**config.mk**
```make
export PLATFORM = sky130hd
export DESIGN_NAME = dac_reg_config
export DESIGN_NICKNAME = d
export VERILOG_FILES = /design/src/logic/dac_cfg_pkg.sv /design/src/logic/cfg_capture.sv /design/src/logic/cfg_sequencer.sv /design/src/logic/dac_reg_config.sv /design/src/logic/spi_frame_out.sv
export SDC_FILE = /design/constraint.sdc
export NUM_CORES = 1
export LEC_CHECK = 0
export ABC_AREA = 1
export BUFFER_PORTS_ARGS = -buffer_cell sky130_fd_sc_hd__buf_2
export CAP_MARGIN = 20
export CORE_UTILIZATION = 58
export CTS_CLUSTER_DIAMETER = 50
export DETAILED_ROUTE_END_ITERATION = 8
export MAX_ROUTING_LAYER = met4
export PLACE_DENSITY = 0.88
export SYNTH_ARGS = -nofsm -noshare
export SYNTH_HDL_FRONTEND = slang
export SYNTH_SLANG_ARGS = --single-unit
```
**constraint.sdc**
```tcl
create_clock -name clk -period 18.4 [get_ports clk]
set_input_delay 1.84 -clock clk [delete_from_list [all_inputs] [get_ports clk]]
set_output_delay 1.84 -clock clk [all_outputs]
set_load 0.005 [all_outputs]
```
**src/logic/dac_cfg_pkg.sv**
```systemverilog
`default_nettype none

package dac_cfg_pkg;

    //////////////////////////////////////////////////
    // SPI frame layout

    typedef logic [6:0] reg_addr_t;
    typedef logic [7:0] reg_data_t;

    typedef struct packed {
        logic      rw;    // 0 = write
        reg_addr_t addr;
        reg_data_t data;
    } spi_frame_t;

    localparam logic RW_WRITE = 1'b0;

    //////////////////////////////////////////////////
    // User bank and FTW

    localparam int USER_WORDS = 8;
    localparam int FTW_WORDS  = 4;  // Bytes per tuning word

    typedef spi_frame_t [USER_WORDS-1:0] cfg_bank_t;

    typedef logic [31:0] ftw_word_t;

    typedef struct packed {
        logic      rw;  // Shared by all four FTW frames
        ftw_word_t ftw;
    } ftw_cfg_t;

    typedef spi_frame_t [FTW_WORDS-1:0] ftw_frames_t;

    //////////////////////////////////////////////////
    // Register map

    localparam reg_addr_t RST_ADDR      = 7'h00;
    localparam reg_data_t RST_SET_DATA  = 8'h20;  // Soft reset bit
    localparam reg_data_t RST_CLR_DATA  = 8'h00;

    localparam reg_addr_t FTW_BASE_ADDR = 7'h30;  // Low byte first

    localparam reg_addr_t FTW_UPD_ADDR  = 7'h36;
    localparam reg_data_t FTW_UPD_DATA  = 8'h01;
    localparam reg_data_t FTW_CLR_DATA  = 8'h00;

    //////////////////////////////////////////////////
    // Dwell timing

    typedef logic [7:0] dwell_t;

    localparam dwell_t GAP_CYCLES  = 8'd15;
    localparam dwell_t HOLD_CYCLES = 8'd63;  // Reset hold after soft reset

    //////////////////////////////////////////////////
    // Sequencer steps

    typedef enum logic [2:0] {
        STEP_IDLE,
        STEP_RST_SET,
        STEP_RST_CLR,
        STEP_USER,
        STEP_FTW,
        STEP_FTW_UPD,
        STEP_FTW_CLR,
        STEP_DONE
    } step_t;

    typedef logic [2:0] word_idx_t;

    typedef struct packed {
        step_t     step;
        word_idx_t idx;
    } frame_sel_t;

    // Reset set/clear, user words, FTW bytes, update set/clear
    localparam int SEQ_FRAMES = 2 + USER_WORDS + FTW_WORDS + 2;

endpackage

`default_nettype wire

```
**src/logic/cfg_capture.sv**
```systemverilog
`timescale 1ns/10ps
`default_nettype none

module cfg_capture (
    input  logic                     clk,
    input  logic                     rst_r2,
    input  logic                     cfg_load,
    input  dac_cfg_pkg::cfg_bank_t   cfg_bank,
    input  dac_cfg_pkg::ftw_cfg_t    ftw_cfg,
    output logic                     hold_r,
    output dac_cfg_pkg::cfg_bank_t   snap_bank,
    output dac_cfg_pkg::ftw_frames_t snap_ftw
);

    logic                     hold_d;
    logic                     capture;
    dac_cfg_pkg::ftw_frames_t ftw_fmt;

    //////////////////////////////////////////////////
    // Restart level and falling edge

    always_ff @(posedge clk) begin
        hold_r <= rst_r2 | cfg_load;  // Reset or load keeps us armed
    end

    always_ff @(posedge clk) begin
        if (rst_r2) begin
            hold_d <= 1'b1;
        end else begin
            hold_d <= hold_r;
        end
    end

    assign capture = !hold_r && hold_d;

    //////////////////////////////////////////////////
    // FTW byte frames

    always_comb begin
        for (int i = 0; i < dac_cfg_pkg::FTW_WORDS; i++) begin
            ftw_fmt[i].rw   = ftw_cfg.rw;
            ftw_fmt[i].addr = dac_cfg_pkg::FTW_BASE_ADDR + 7'(i);
            ftw_fmt[i].data = ftw_cfg.ftw[8*i +: 8];
        end
    end

    // Snapshot stays put until the next capture
    always_ff @(posedge clk) begin
        if (capture) begin
            snap_bank <= cfg_bank;
            snap_ftw  <= ftw_fmt;
        end
    end

    // Frames in flight must not see a new snapshot
    a_snap_stable: assert property (
        @(posedge clk)
        hold_r |=> (snap_bank === $past(snap_bank)) && (snap_ftw === $past(snap_ftw))
    ) else $error("snapshot changed while hold_r high");

endmodule

`default_nettype wire

```
**src/logic/cfg_sequencer.sv**
```systemverilog
`timescale 1ns/10ps
`default_nettype none

module cfg_sequencer (
    input  logic                    clk,
    input  logic                    hold_r,
    output dac_cfg_pkg::frame_sel_t frame_sel,
    output logic                    send
);

    dac_cfg_pkg::step_t     step_r;
    dac_cfg_pkg::step_t     step_nxt;
    dac_cfg_pkg::word_idx_t idx_r;
    dac_cfg_pkg::word_idx_t idx_nxt;
    dac_cfg_pkg::dwell_t    timer_r;
    dac_cfg_pkg::dwell_t    limit;

    // Long hold only after the soft reset frame
    assign limit = (step_r == dac_cfg_pkg::STEP_RST_SET) ? dac_cfg_pkg::HOLD_CYCLES
                                                         : dac_cfg_pkg::GAP_CYCLES;

    //////////////////////////////////////////////////
    // Step order

    always_comb begin
        step_nxt = step_r;
        idx_nxt  = '0;
        case (step_r)
            dac_cfg_pkg::STEP_IDLE:    step_nxt = dac_cfg_pkg::STEP_RST_SET;
            dac_cfg_pkg::STEP_RST_SET: step_nxt = dac_cfg_pkg::STEP_RST_CLR;
            dac_cfg_pkg::STEP_RST_CLR: step_nxt = dac_cfg_pkg::STEP_USER;
            dac_cfg_pkg::STEP_USER: begin
                if (idx_r == dac_cfg_pkg::word_idx_t'(dac_cfg_pkg::USER_WORDS - 1)) begin
                    step_nxt = dac_cfg_pkg::STEP_FTW;
                end else begin
                    idx_nxt = idx_r + 3'd1;
                end
            end
            dac_cfg_pkg::STEP_FTW: begin
                if (idx_r == dac_cfg_pkg::word_idx_t'(dac_cfg_pkg::FTW_WORDS - 1)) begin
                    step_nxt = dac_cfg_pkg::STEP_FTW_UPD;
                end else begin
                    idx_nxt = idx_r + 3'd1;
                end
            end
            dac_cfg_pkg::STEP_FTW_UPD: step_nxt = dac_cfg_pkg::STEP_FTW_CLR;
            dac_cfg_pkg::STEP_FTW_CLR: step_nxt = dac_cfg_pkg::STEP_DONE;
            default:                   step_nxt = dac_cfg_pkg::STEP_DONE;
        endcase
    end

    //////////////////////////////////////////////////
    // State and dwell timer

    always_ff @(posedge clk) begin
        if (hold_r) begin
            step_r  <= dac_cfg_pkg::STEP_IDLE;
            idx_r   <= '0;
            timer_r <= '0;
        end else if (step_r == dac_cfg_pkg::STEP_DONE) begin
            timer_r <= '0;  // Park until next load
        end else if (timer_r < limit) begin
            timer_r <= timer_r + 8'd1;
        end else begin
            timer_r <= '0;
            step_r  <= step_nxt;
            idx_r   <= idx_nxt;
        end
    end

    // One frame per step, on the second cycle
    assign send = (timer_r == 8'd1)
               && (step_r != dac_cfg_pkg::STEP_IDLE)
               && (step_r != dac_cfg_pkg::STEP_DONE);

    assign frame_sel.step = step_r;
    assign frame_sel.idx  = idx_r;

    a_send_pulse: assert property (
        @(posedge clk) disable iff (hold_r)
        send |=> !send
    ) else $error("send held longer than one cycle");

    a_user_idx: assert property (
        @(posedge clk) disable iff (hold_r)
        (step_r == dac_cfg_pkg::STEP_USER)
            |=> (step_r != dac_cfg_pkg::STEP_USER) || (idx_r >= $past(idx_r))
    ) else $error("user index wrapped within the user frames");

    a_ftw_idx: assert property (
        @(posedge clk)
        (step_r == dac_cfg_pkg::STEP_FTW) |-> (idx_r < dac_cfg_pkg::FTW_WORDS)
    ) else $error("FTW index out of range");

endmodule

`default_nettype wire

```
**src/logic/dac_reg_config.sv**
```systemverilog
`timescale 1ns/10ps
`default_nettype none

module dac_reg_config (
    input  logic                    clk,
    input  logic                    rst_r2,
    input  logic                    cfg_load,   // Level, sequence starts on its fall
    input  dac_cfg_pkg::cfg_bank_t  cfg_bank,
    input  dac_cfg_pkg::ftw_cfg_t   ftw_cfg,
    output logic                    spi_start,
    output dac_cfg_pkg::spi_frame_t spi_data
);

    logic                     hold_r;
    dac_cfg_pkg::cfg_bank_t   snap_bank;
    dac_cfg_pkg::ftw_frames_t snap_ftw;
    dac_cfg_pkg::frame_sel_t  frame_sel;
    logic                     send;

    //////////////////////////////////////////////////
    // Capture, sequence, output

    cfg_capture u_cfg_capture (
        .clk       (clk),
        .rst_r2    (rst_r2),
        .cfg_load  (cfg_load),
        .cfg_bank  (cfg_bank),
        .ftw_cfg   (ftw_cfg),
        .hold_r    (hold_r),
        .snap_bank (snap_bank),
        .snap_ftw  (snap_ftw)
    );

    cfg_sequencer u_cfg_sequencer (
        .clk       (clk),
        .hold_r    (hold_r),
        .frame_sel (frame_sel),
        .send      (send)
    );

    spi_frame_out u_spi_frame_out (
        .clk       (clk),
        .hold_r    (hold_r),
        .frame_sel (frame_sel),
        .send      (send),
        .snap_bank (snap_bank),
        .snap_ftw  (snap_ftw),
        .spi_start (spi_start),
        .spi_data  (spi_data)
    );

endmodule

`default_nettype wire

```
**src/logic/spi_frame_out.sv**
```systemverilog
`timescale 1ns/10ps
`default_nettype none

module spi_frame_out (
    input  logic                     clk,
    input  logic                     hold_r,
    input  dac_cfg_pkg::frame_sel_t  frame_sel,
    input  logic                     send,
    input  dac_cfg_pkg::cfg_bank_t   snap_bank,
    input  dac_cfg_pkg::ftw_frames_t snap_ftw,
    output logic                     spi_start,
    output dac_cfg_pkg::spi_frame_t  spi_data
);

    dac_cfg_pkg::spi_frame_t frame_mux;

    //////////////////////////////////////////////////
    // Frame select

    always_comb begin
        frame_mux.rw = dac_cfg_pkg::RW_WRITE;
        case (frame_sel.step)
            dac_cfg_pkg::STEP_RST_SET: begin
                frame_mux.addr = dac_cfg_pkg::RST_ADDR;
                frame_mux.data = dac_cfg_pkg::RST_SET_DATA;
            end
            dac_cfg_pkg::STEP_RST_CLR: begin
                frame_mux.addr = dac_cfg_pkg::RST_ADDR;
                frame_mux.data = dac_cfg_pkg::RST_CLR_DATA;
            end
            dac_cfg_pkg::STEP_USER: frame_mux = snap_bank[frame_sel.idx];
            dac_cfg_pkg::STEP_FTW:  frame_mux = snap_ftw[frame_sel.idx[1:0]];
            dac_cfg_pkg::STEP_FTW_UPD: begin
                frame_mux.addr = dac_cfg_pkg::FTW_UPD_ADDR;
                frame_mux.data = dac_cfg_pkg::FTW_UPD_DATA;
            end
            dac_cfg_pkg::STEP_FTW_CLR: begin
                frame_mux.addr = dac_cfg_pkg::FTW_UPD_ADDR;
                frame_mux.data = dac_cfg_pkg::FTW_CLR_DATA;
            end
            default: frame_mux = '0;
        endcase
    end

    // Data holds between strobes
    always_ff @(posedge clk) begin
        if (hold_r || frame_sel.step == dac_cfg_pkg::STEP_DONE) begin
            spi_start <= 1'b0;
            spi_data  <= '0;
        end else if (send) begin
            spi_start <= 1'b1;
            spi_data  <= frame_mux;
        end else begin
            spi_start <= 1'b0;
        end
    end

    a_start_pulse: assert property (
        @(posedge clk)
        spi_start |=> !spi_start
    ) else $error("spi_start held longer than one cycle");

endmodule

`default_nettype wire

```
# After elaboration in Yosys (flattened, before gate mapping)
# Index checks and enable logic that the tools add are counted.
# totals
register_bits,194
in_bits,164
output_inout_bits,17
elab_cells,83
# op_classes
n_addsub,2
n_lt_le_gt_ge,3
n_eq_ne,13
n_mux,14
n_bitwise,3
reduce_logical,10
# ops
cell,n
15-bit one-hot mux with 5 select lines,1
16-bit binary-select mux with 3-bit select,1
16-bit binary-select mux with 2-bit select,1
16-bit 2-to-1 mux,2
3-bit one-hot mux with 6 select lines,1
3-bit equality test (second input constant),5
3-bit 2-to-1 mux,4
3-bit by 2-bit equality test with 1-bit output (second input constant),3
8-bit by 1-bit adder with 8-bit output (second input constant),1
8-bit by 1-bit equality test with 1-bit output (second input constant),1
8-bit less-than comparator,1
6-bit 2-to-1 mux,1
3-bit one-hot mux with 2 select lines,1
3-bit by 4-bit less-than comparator with 1-bit output (second input constant),1
2-bit by 1-bit != test with 1-bit output (second input constant),2
4-bit AND reduction,1
3-bit by 1-bit adder with 3-bit output (second input constant),1
3-bit by 1-bit equality test with 1-bit output (second input constant),1
1-bit logical AND,3
3-bit zero test,1
2-bit by 3-bit less-than comparator with 1-bit output (second input constant),1
3-bit != test (second input constant),1
3-bit nonzero test,1
3-bit OR reduction,1
other kinds (7),8

# Logic depth before layout (Yosys ltp)
# Gate-level depths: netlist of run 1.
# logic_depth
ltp_word,5
mapped_depth,11
ltp_nobuf,11

# Hierarchy
# Synthesis of run 1 repeated with hierarchy kept, for this count alone.
# hier_totals
hier_cells,856
area_unflattened_um2,8590.7
# modules_own_cells
mod,instances,cells_per_inst,area_per_inst_um2
cfg_capture,1,203,5141.2
spi_frame_out,1,533,2602.5
cfg_sequencer,1,120,847.1

# Worst setup path after synthesis of run 1
# OpenSTA, ideal clock, no wires.
# synth_path
kind,reg-to-reg
startpoint,register u_cfg_capture.hold_d
endpoint,"register, netlist name u_cfg_capture.snap_bank[0]"
setup_time_ns,0.689
arrival_time_ns,7.079
t_required_ns,17.711
setup_slack_ns,10.632
path_stages_with_launch,3
n_path_buf,0
synth_period_minus_slack_ns,7.768
cell_sequence,dfxtp_1 > inv_1 > nor2_1
# synth_between
elab_chain_cells,1
# synth_rtl
item,line_no,text
from (decl),cfg_capture.sv:15,logic hold_d;
from (signal assigned),cfg_capture.sv:30,hold_d <= hold_r;
1-bit logical AND,cfg_capture.sv:34,assign capture = !hold_r && hold_d;
named net u_cfg_capture.capture,cfg_capture.sv:16,logic capture;
# The timed path passes the listed nets, and every way through them passes these cells.
# A chain may end at the register's enable or synchronous reset.

# Worst setup path in the final report of run 1
# layout_path
startpoint,register u_cfg_sequencer.idx_r[2]
endpoint,register u_cfg_sequencer.step_r[0]
# layout_between
elab_chain_cells,3
# layout_rtl
item,line_no,text
from (decl),cfg_sequencer.sv:13,dac_cfg_pkg::word_idx_t idx_r;
from (signal assigned),cfg_sequencer.sv:67,idx_r <= idx_nxt;
3-bit by 2-bit equality test with 1-bit output / 3-bit equality test (equally long branches),"cfg_sequencer.sv:40, cfg_sequencer.sv:33",
2-bit by 1-bit != test with 1-bit output (no source line),--,
4-bit AND reduction (no source line) *,--,
to (signal assigned),cfg_sequencer.sv:57,step_r <= dac_cfg_pkg::STEP_IDLE;
to (signal assigned),cfg_sequencer.sv:66,step_r <= step_nxt;
to (decl),cfg_sequencer.sv:11,dac_cfg_pkg::step_t step_r;
# Every way passes the cells marked *; elsewhere a longest branch is shown, timed or not.

==> impl_metrics.json, run 1 <==
{
  "maxCapViolations": 0,
  "yosys_warnings": 0,
  "count_of_h_tree_levels_built_during_cts": 4,
  "timing.final.setup_violations": 0,
  "synth_largest_area_cell": "edfxtp_1",
  "postSynthRegisterBits": 194,
  "reg2reg_start": "u_cfg_sequencer.idx_r[2]",
  "fp.coreArea_sq_um": 13400,
  "period_minus_slack_ps": 2875,
  "post-route-period-util_pct": 15.62,
  "global_route.usage.total_pct": 27.17,
  "run_status": "finished clean",
  "worst-endpoint-required_ps": 18720,
  "rsz0062_at_grt": "false",
  "place.gp.congestion": 0.8449,
  "cts-buffers-inserted": 17,
  "place.port_buffers": 180,
  "ir_drop_uv": 74.91,
  "total_clock_sinks": 194,
  "initial_utilization_pct": 60.25,
  "first_pass_iters": 6,
  "die_w_um": 120.0,
  "post_synth_instance_area_sq_um": 8074,
  "drt-total-wl_um": 18260,
  "num_vias": 6054,
  "synth-edff-count": 161,
  "setup.worst_path.start": "u_cfg_sequencer.idx_r[2]",
  "cts.reportedPaths.clkPinSlew_ps": 70,
  "regArea_sq_um": 5498,
  "worst-setup-path-type": "register to register",
  "net_total_in_the_final_layout": 1119,
  "crit_fanout": 19,
  "synthCells": 775,
  "synthDominantCellAreaShare_pct": 59.88,
  "clk_root_buffer_cell": "clkbuf_16",
  "yosysSeqAreaShare_pct": 68.06,
  "detailed_place_hpwl_um": 12360,
  "worst_skew_pair.late_latency_ps": 440,
  "timing_worst_slew_pin_value_ps": 981.7,
  "hold_start": "u_spi_frame_out.spi_data[7]",
  "timing_max_transition_violations_final": 0,
  "holdCritPathClass": "register to register",
  "crit_path_top_delay_cell": "dfxtp_1",
  "layout.filler_cells": 931,
  "drive_above_1_share_pct": 24.17,
  "post-cts-setup-buffer-count": 0,
  "timing.final.hold_violations": 0,
  "synthesis.area_per_instance_sq_um": 10.42,
  "via_per_inst": 5.320,
  "synthToLayoutAreaGrowth_pct": 19.73,
  "placement_rows": 42,
  "total_leakage_power_nw": 4.177,
  "crit_path_cell_trace": "clkinv_1 > ha_1 > o21ai_0 > inv_1 > nand3_1 > inv_1 > o21ai_0 > nor2_1",
  "drc": 0,
  "chipHeight_um": 120.0,
  "final.setup_skew_ps": 11.22,
  "pin_count": 181,
  "final_core_util_pct": 72.14,
  "first_iter_violations": 593,
  "global_route.overflow_total": 0,
  "setup.worst_path.end_class": "register",
  "cp_data_arrival_time_ps": 3200,
  "global_route_wire_length_before_repair_um": 28240,
  "tritoncts": "built",
  "biggest_area_contributors_in_the_synthesized_netlist": "edfxtp_1, nand2_1, dfxtp_1",
  "grt_start_max_net_pins": 82,
  "power_density_nw_per_um2": 94.36,
  "fmax_mhz": 347.9,
  "multi_input_gate_area_sq_um": 2063,
  "fin_setup_tns_ps": 0,
  "setup.worst_path.start_class": "register",
  "clock_tree.buffer_depth": 2,
  "synthesis.nets": 947,
  "first_global_vias": 5774,
  "synth_async_reset_ratio_pct": 0,
  "yosysUniqueCellTypes": 32,
  "dominantRegCellSynth": "edfxtp_1",
  "timing.critical_path.slowest_cell_delay_ps": 900,
  "drt-wirelength-per-cell_um": 16.05,
  "floorplan_die_area_sq_um": 14400,
  "postCtsHoldBufs": 0,
  "timing.max_slew.rel_slack_pct": 34.55,
  "cts-resized-gates": 0,
  "final_antenna_net_count": 0,
  "antenna_violations_before_repair": 2
}
path summary, 6_finish.rpt:
path / end / slack [ps] / cells after the start
worst max-delay path: u_cfg_sequencer.step_r[0] / 15530 / 8
worst min-delay path: u_spi_frame_out.spi_data[7] / 460 / 2
worst max register to register: u_cfg_sequencer.step_r[0] / 15530 / 8
worst min register to register: u_spi_frame_out.spi_data[7] / 460 / 2
synthesized netlist by cell type (3+ instances only):
| cell | number |
|---|---|
| inv_1 | 94 |
| o21ai_0 | 41 |
| nand2_1 | 201 |
| o211ai_1 | 4 |
| buf_1 | 4 |
| a21oi_1 | 24 |
| or2_2 | 3 |
| edfxtp_1 | 161 |
| ha_1 | 8 |
| nand3_1 | 87 |
| nor2_1 | 61 |
| buf_2 | 16 |
| clkbuf_1 | 10 |
| dfxtp_1 | 33 |
| inv_2 | 3 |
| nand2_2 | 3 |
layout by cell type, fill, tap and decap left out, types with 3 or more instances in the layout:
cell type / netlist / final
nand2_1: 201 / 201
buf_2: 16 / 180
edfxtp_1: 161 / 161
inv_1: 94 / 94
nand3_1: 87 / 87
nor2_1: 61 / 60
o21ai_0: 41 / 41
dfxtp_1: 33 / 31
a21oi_1: 24 / 24
clkbuf_16: 0 / 17
ha_1: 8 / 8
inv_6: 0 / 6
buf_4: 1 / 5
o211ai_1: 4 / 4
clkinv_1: 2 / 3
inv_2: 3 / 3
or2_2: 3 / 3
nor2_4: 2 / 3
nand2_2: 3 / 3
inv_8: 0 / 3
report_power, final:
group          internal (W)  switching (W)  leakage [nW]
clock network      0.000191       0.000168         0.280
registers          0.000494     0.00000545          1.77
logic             0.0000209      0.0000324          2.13
logic make-up (layout without fill, tap and decap cells):
| logic type | after synthesis | in the layout | share of synthesized area [%] |
|---|---|---|---|
| compound gates | 72 | 72 | 4.665 |
| fa+ha+maj | 8 | 8 | 1.240 |
| simple gates | 365 | 365 | 19.08 |
| buf+inv | 131 | 316 | 6.478 |
| other cells | 1 | 3 | 0.04645 |
| flops | 194 | 194 | 68.06 |
| xor+xnor | 4 | 4 | 0.4340 |
state kept, by name, summed over array words and instances (netlist names):
register,cells
u_cfg_capture.snap_ftw,33
u_cfg_capture.hold_r,1
u_cfg_capture.snap_bank,128
u_cfg_sequencer.step_r,3
u_spi_frame_out.spi_start,1
u_spi_frame_out.spi_data,16
u_cfg_sequencer.timer_r,8
u_cfg_sequencer.idx_r,3
u_cfg_capture.hold_d,1
stage by stage:
step	setup slack [ps]	instances	hold WS (ps)	total power (W)	area, sq um
after global routing	15320	1138	486.8	0.0009382	9667
after CTS	15530	1136	465.2	0.0009132	9662
final	15530	1138	465.0	0.0009122	9667
after detailed placement	15560	1104	454.3	0.0005620	9091
after floorplan	10630	775	433.1	0.0005373	8074
after global placement	15690	1104	449.4	0.0005597	9091
critical path: cells and delay by family (launching register included):
kind / cells / cell delay [ps]
and+or+nand+nor: 2 / 140
DFF: 1 / 900
buffers and inverters: 3 / 930
AOI/OAI and AO/OA: 2 / 300
adders and majority gates: 1 / 480
layer usage:
layer	up-vias	global-route usage [%]	wire (um)
met5	-	-	0
met4	0	11.41	475
met3	35	6.179	1503
met2	320	42.96	8864
met1	2797	33.86	7416
li1	2902	-	-
cell type report:
class	instances	area share, %
clock inverters	14	1.463
diodes	2	0.05177
repair buffers	185	9.707
flip-flops and latches	194	56.87
clock buffers	18	4.440
inverters	99	3.844
multi-input cells	450	21.34
well taps	176	2.278
(Power assumes the default switching activity.)
==> run 2: changes to the inputs <==
ABC_AREA = 0   (was 1)
CORE_UTILIZATION = 53   (was 58)
PLACE_DENSITY = 0.82   (was 0.88)
clock period = 2.7 ns   (was 18.4 ns; I/O delays follow)
==> run 2 against run 1 <==
  * Via count fell by 12%
  * Critical path type unchanged
  * Fmax rose by 25%
  * Largest cell class unchanged
  * Die area rose by 4.3%
  * Power rose to 6.9 times the previous value
  * Register-to-register slack got worse by 15000 ps
==> impl_metrics.json, run 2 <==
{
  "cp_num_buf_inv": 1,
  "count_of_h_tree_levels_built_during_cts": 4,
  "synthesis.area_per_instance_sq_um": 17.20,
  "setup.worst_path.start_class": "register",
  "fmax_mhz": 433.7,
  "grt_start_max_net_pins": 114,
  "chipHeight_um": 122.6,
  "drt-total-wl_um": 19730,
  "setup.worst_path.end_class": "register",
  "layout_commonest_cell": "buf_2",
  "global_route_wire_length_before_repair_um": 29600,
  "biggest_area_contributors_in_the_synthesized_netlist": "edfxtp_1, dfxtp_1, mux4_2",
  "synthesis.nets": 620,
  "drc": 0,
  "critical_path_cell_count": 7,
  "place.port_buffers": 180,
  "max_flop_register": "u_cfg_capture.snap_bank",
  "final_design_area_no_fill_sq_um": 10690,
  "fp.coreArea_sq_um": 14040,
  "final_antenna_net_count": 0,
  "largest_register_ff_count": 128,
  "cts-buffers-inserted": 17,
  "global_route.usage.total_pct": 28.65,
  "dominantRegCellSynth": "edfxtp_1",
  "total_leakage_power_nw": 3.914,
  "first_iter_violations": 380,
  "clk_root_buffer_cell": "clkbuf_16",
  "yosysSeqAreaShare_pct": 71.33,
  "commonest_cells_after_routing_fill_and_taps_aside": "buf_2, edfxtp_1, dlygate4sd3_1",
  "initial_utilization_pct": 54.86,
  "yosys_warnings": 0,
  "worst_skew_pair.late_latency_ps": 450,
  "drt-wirelength-per-cell_um": 20.65,
  "synth_largest_area_cell": "edfxtp_1",
  "timing_worst_slew_pin_value_ps": 765.2,
  "antenna_cells_inserted": 0,
  "pin_count": 181,
  "place_worst_setup_slack_ps": 434.4,
  "timing.final.hold_violations": 0,
  "worst-setup-path-type": "register to register",
  "r2r.worst_path.cells": 7,
  "placed_cells_incl_taps": 792,
  "worstReg2RegEnd": "u_cfg_sequencer.idx_r[0]",
  "worst_setup_path_endpoint": "u_cfg_sequencer.idx_r[0]",
  "detailed_place_hpwl_um": 11280,
  "timing.final.setup_violations": 0,
  "synthDominantCellAreaShare_pct": 62.76,
  "global_route.overflow_total": 0,
  "setup.worst_path.start": "u_cfg_sequencer.step_r[1]",
  "tritoncts": "built",
  "worst-endpoint-required_ps": 3080,
  "post_synth_instance_area_sq_um": 7704,
  "crit_fanout": 13,
  "synth-edff-count": 161,
  "num_vias": 5345,
  "synthCells": 448,
  "clock_tree.buffer_depth": 2,
  "first_global_vias": 5736,
  "setup_slack_ps": 394.5,
  "timing.critical_path.slowest_cell_delay_ps": 480,
  "timing_max_transition_violations_final": 0,
  "crit_path_cell_trace": "nor3b_1 > inv_1 > ha_1 > or4_1 > o211a_1 > nand2b_1 > a21oi_1",
  "place.gp.congestion": 0.8600,
  "placement_rows": 43,
  "ir_drop_uv": 518.6,
  "power_w": 0.006315,
  "cts.reportedPaths.clkPinSlew_ps": 80,
  "r2r_setup_slack_ps": 390,
  "synth_async_reset_ratio_pct": 0,
  "first_pass_iters": 5,
  "holdCritPathClass": "input port to register",
  "antenna_violations_before_repair": 0,
  "post-synth-top-count-cell": "edfxtp_1",
  "netlist_top_cells_count": "edfxtp_1, mux2i_1, dfxtp_1",
  "drive_above_1_share_pct": 33.42,
  "power_density_nw_per_um2": 591.0,
  "synthToLayoutAreaGrowth_pct": 38.70,
  "via_per_inst": 5.597,
  "post-route-period-util_pct": 85.39,
  "final_core_util_pct": 76.09,
  "cp_data_arrival_time_ps": 2680,
  "yosysUniqueCellTypes": 51,
  "post_dp_cell_area_sq_um": 8801,
  "maxCapViolations": 0,
  "final_non_filler_cell_total": 955,
  "period_minus_slack_ps": 2305,
  "rsz0062_at_grt": "false",
  "timing.max_slew.rel_slack_pct": 48.88,
  "floorplan_die_area_sq_um": 15020,
  "postSynthRegisterBits": 194,
  "crit_path_top_delay_cell": "or4_1",
  "total_clock_sinks": 194,
  "final.setup_skew_ps": 8.676,
  "run_status": "finished clean",
  "largestRegisters": "u_cfg_capture.snap_bank x128, u_cfg_capture.snap_ftw x33, u_spi_frame_out.spi_data x16",
  "crit_family": "simple AND/OR/NAND/NOR gates",
  "net_total_in_the_final_layout": 934,
  "die_w_um": 122.6,
  "reg2reg_start": "u_cfg_sequencer.step_r[1]"
}
-- run 2: cell count changes in the layout (fill, tap and decap cells not counted), sizes merged, moves of 21 or more --
cell | previous run | this run
dlygate4sd3 | 0 | 131
inv | 106 | 14
mux4 | 0 | 24
mux2i | 0 | 36
nand3 | 88 | 21
o21ai | 41 | 5
nand2 | 204 | 6
a22oi | 0 | 21
nor2 | 64 | 17
-- run 2: routing by layer --
metal / up-vias / track usage [%] / wire length [um]
met5: - / - / 0
met4: 0 / 14.63 / 732
met3: 53 / 6.134 / 1198
met2: 244 / 48.77 / 10520
met1: 2623 / 31.69 / 7270
li1: 2425 / - / -
-- run 2: timing repair --
| item | 4_1_cts | 5_1_grt |
|---|---|---|
| buffers inserted | 0 | 0 |
| gates resized for setup | 0 | 0 |
| hold buffers | 129 | 2 |
| hold endpoints to repair | 129 | 2 |
-- run 2: logic make-up after synthesis --
family | after synthesis | synth area share (%)
buffers and inverters | 30 | 2.160
adders and majority gates | 8 | 1.299
AOI/OAI and AO/OA | 67 | 6.026
other | 1 | 0.04868
and+or+nand+nor | 78 | 5.977
xor gates and xnor gates | 6 | 0.6823
muxes | 64 | 12.47
DFF | 194 | 71.33
-- run 2: final cells by class --
cell class	instances	area, sq um
flip-flops and latches	194	5502
fillers	784	3357
repair buffers	320	2317
multi-input cells	224	2049
clock buffers	17	425.4
well taps	180	225.2
clock inverters	15	147.6
inverters	5	18.77
-- run 2: worst min-delay path by stage --
stage	from	end	slack [ps]	depth (start not counted)
2_1_floorplan	cfg_bank[0]	u_cfg_capture.snap_bank[0]	370	0
3_3_place_gp	u_cfg_sequencer.timer_r[0]	u_cfg_sequencer.timer_r[0]	440	1
3_5_place_dp	ftw_cfg[17]	u_cfg_capture.snap_ftw[33]	450	1
4_1_cts	cfg_bank[114]	u_cfg_capture.snap_bank[114]	0.1	1
5_1_grt	cfg_bank[114]	u_cfg_capture.snap_bank[114]	0.3	1
6_report	cfg_bank[81]	u_cfg_capture.snap_bank[81]	10	1
-- run 2: per-stage QoR --
stage          TNS [ps]  hold slack [ps]
6_report              0            9.986
5_1_grt               0           0.2734
4_1_cts               0           0.1311
3_5_place_dp          0            448.1
3_3_place_gp          0            439.9
2_1_floorplan    -90910            368.9
-- run 2: power breakdown --
part           switching, W  internal (W)  leakage, nW
Combinational      0.000171      0.000261         1.87
Clock               0.00118       0.00130        0.269
Sequential        0.0000390       0.00337         1.77
==> run 3: changes to the inputs <==
==> constraint.sdc (replaced) <==
create_clock -name clk -period 2.7 [get_ports clk]
set_input_delay 0.135 -clock clk [delete_from_list [all_inputs] [get_ports clk]]
set_output_delay 0.135 -clock clk [all_outputs]
set_load 0.005 [all_outputs]
==> run 3 against run 2 <==
  * Clock power hardly changed
  * Fmax is 0.76% lower
  * Power is 0.77% higher
  * Sequential power hardly changed
==> impl_metrics.json, run 3 (synthesis results as in run 2) <==
{
  "r2r.worst_path.cells": 7,
  "total_leakage_power_nw": 4.050,
  "timing_worst_slew_pin_value_ps": 795.7,
  "drt-total-wl_um": 20770,
  "cp_num_buf_inv": 1,
  "num_vias": 5494,
  "cts.reportedPaths.clkPinSlew_ps": 80,
  "synthToLayoutAreaGrowth_pct": 43.09,
  "cp_data_arrival_time_ps": 2690,
  "crit_path_cell_trace": "nor3b_1 > inv_1 > ha_1 > or4_1 > o211a_1 > nand2b_1 > a21oi_1",
  "r2r_setup_slack_ps": 380,
  "holdCritPathClass": "input port to register",
  "sequentialPowerShare_pct": 53.5,
  "final_antenna_net_count": 0,
  "final.setup_skew_ps": 9.737,
  "worst_skew_pair.late_latency_ps": 440,
  "net_total_in_the_final_layout": 967,
  "setup.worst_path.start": "u_cfg_sequencer.step_r[1]",
  "crit_family": "simple AND/OR/NAND/NOR gates",
  "run_status": "finished clean",
  "placed_cells_incl_taps": 792,
  "drive_above_1_share_pct": 32.05,
  "clock_tree.buffer_depth": 2,
  "combPwrFrac_pct": 7.5,
  "period_minus_slack_ps": 2323,
  "final_core_util_pct": 78.50,
  "setup.worst_path.end_class": "register",
  "clk_root_buffer_cell": "clkbuf_16",
  "layout_commonest_cell": "buf_2",
  "timing.final.setup_violations": 0,
  "power.clock.fraction_pct": 39.0,
  "critical_path_cell_count": 7,
  "power.share.switching_pct": 22.07,
  "detailed_place_hpwl_um": 11280,
  "fp.coreArea_sq_um": 14040,
  "crit_fanout": 13,
  "largest_register_ff_count": 128,
  "die_w_um": 122.6,
  "initial_utilization_pct": 54.86,
  "cellInternalPower_w": 0.004959,
  "global_route.usage.total_pct": 30.04,
  "rsz0062_at_grt": "false",
  "timing.final.hold_violations": 0,
  "p_sw_w": 0.001405,
  "worst_setup_path_endpoint": "u_cfg_sequencer.idx_r[0]",
  "pin_count": 181,
  "floorplan_die_area_sq_um": 15020,
  "crit_path_top_delay_cell": "or4_1",
  "fin_hold_ws_ps": 403.9,
  "final_non_filler_cell_total": 991,
  "drc": 0,
  "first_pass_iters": 4,
  "place.gp.congestion": 0.8600,
  "reg2reg_start": "u_cfg_sequencer.step_r[1]",
  "largestRegisters": "u_cfg_capture.snap_bank x128, u_cfg_capture.snap_ftw x33, u_spi_frame_out.spi_data x16",
  "first_iter_violations": 407,
  "maxCapViolations": 0,
  "worst-setup-path-type": "register to register",
  "tritoncts": "built",
  "power_density_nw_per_um2": 577.3,
  "first_global_vias": 5825,
  "max_flop_register": "u_cfg_capture.snap_bank",
  "global_route.overflow_total": 0,
  "worstReg2RegEnd": "u_cfg_sequencer.idx_r[0]",
  "placement_rows": 43,
  "count_of_h_tree_levels_built_during_cts": 4,
  "chipHeight_um": 122.6,
  "via_per_inst": 5.544,
  "post-route-period-util_pct": 86.04,
  "timing.max_slew.rel_slack_pct": 46.84,
  "place_worst_setup_slack_ps": 434.4,
  "timing_max_transition_violations_final": 0,
  "setup.worst_path.start_class": "register",
  "worst-endpoint-required_ps": 3070,
  "place.port_buffers": 180,
  "timing.critical_path.slowest_cell_delay_ps": 480,
  "grt_start_max_net_pins": 114,
  "antenna_violations_before_repair": 3,
  "setup_slack_ps": 376.8,
  "drt-wirelength-per-cell_um": 20.96,
  "global_route_wire_length_before_repair_um": 31100,
  "cts-buffers-inserted": 17,
  "commonest_cells_after_routing_fill_and_taps_aside": "buf_2, dlygate4sd3_1, edfxtp_1",
  "fmax_mhz": 430.4,
  "total_clock_sinks": 194,
  "ir_drop_uv": 486.9
}
## run 3: cell types whose count changed in the layout (fill, tap and decap cells not counted)
cell | before | now
diode_2 | 0 | 3
dlygate4sd3_1 | 131 | 164
## run 3: worst min path at each step
stage / startpoint / endpoint / slack (ps) / cells after the start
floorplan: cfg_bank[0] / u_cfg_capture.snap_bank[0] / 230 / 0
global placement: ftw_cfg[19] / u_cfg_capture.snap_ftw[35] / 310 / 1
CTS: cfg_bank[121] / u_cfg_capture.snap_bank[121] / 380 / 2
finish: cfg_bank[27] / u_cfg_capture.snap_bank[27] / 400 / 2
global route: cfg_bank[106] / u_cfg_capture.snap_bank[106] / 390 / 2
detailed placement: ftw_cfg[17] / u_cfg_capture.snap_ftw[33] / 310 / 1
## run 3: power by group through the flow
stage | Clock [W] | Combinational [W] | Sequential, W
after floorplan | 0 | 0.000117 | 0.00346
after global placement | 0 | 0.000258 | 0.00346
after detailed placement | 0 | 0.000269 | 0.00347
after CTS | 0.00249 | 0.000455 | 0.00340
after global routing | 0.00263 | 0.000505 | 0.00341
final | 0.00248 | 0.000476 | 0.00341
## run 3: layout make-up
type / count / area [sq um]
Sequential cell: 194 / 5502
Fill cell: 731 / 3019
Timing Repair Buffer: 353 / 2648
Multi-Input combinational cell: 224 / 2049
Clock buffer: 17 / 425.4
Tap cell: 180 / 225.2
Clock inverter: 15 / 147.6
Inverter: 5 / 18.77
Antenna cell: 3 / 7.507
## run 3: per-stage QoR
stage	power, W	setup TNS [ps]	cell area [sq um]
6_report	0.006363	0	11020
4_1_cts	0.006348	0	11020
3_3_place_gp	0.003717	0	8801
2_1_floorplan	0.003577	-90910	7722
3_5_place_dp	0.003737	0	8801
5_1_grt	0.006545	0	11020
## run 3: timing repair
| item | CTS | global route |
|---|---|---|
| endpoints found under the hold margin | 163 | 0 |
| setup endpoints to repair | 0 | 0 |
| hold buffers | 164 | 0 |
| gates resized for setup | 0 | 0 |
| setup buffers | 0 | 0 |
## run 3: per-layer routing
metal,up-vias,part of all wire (%),global-route usage (%)
met1,2653,37,33.64
li1,2497,-,-
met3,65,6.3,6.784
met4,0,4.3,15.32
met5,-,0,-
met2,279,53,50.46
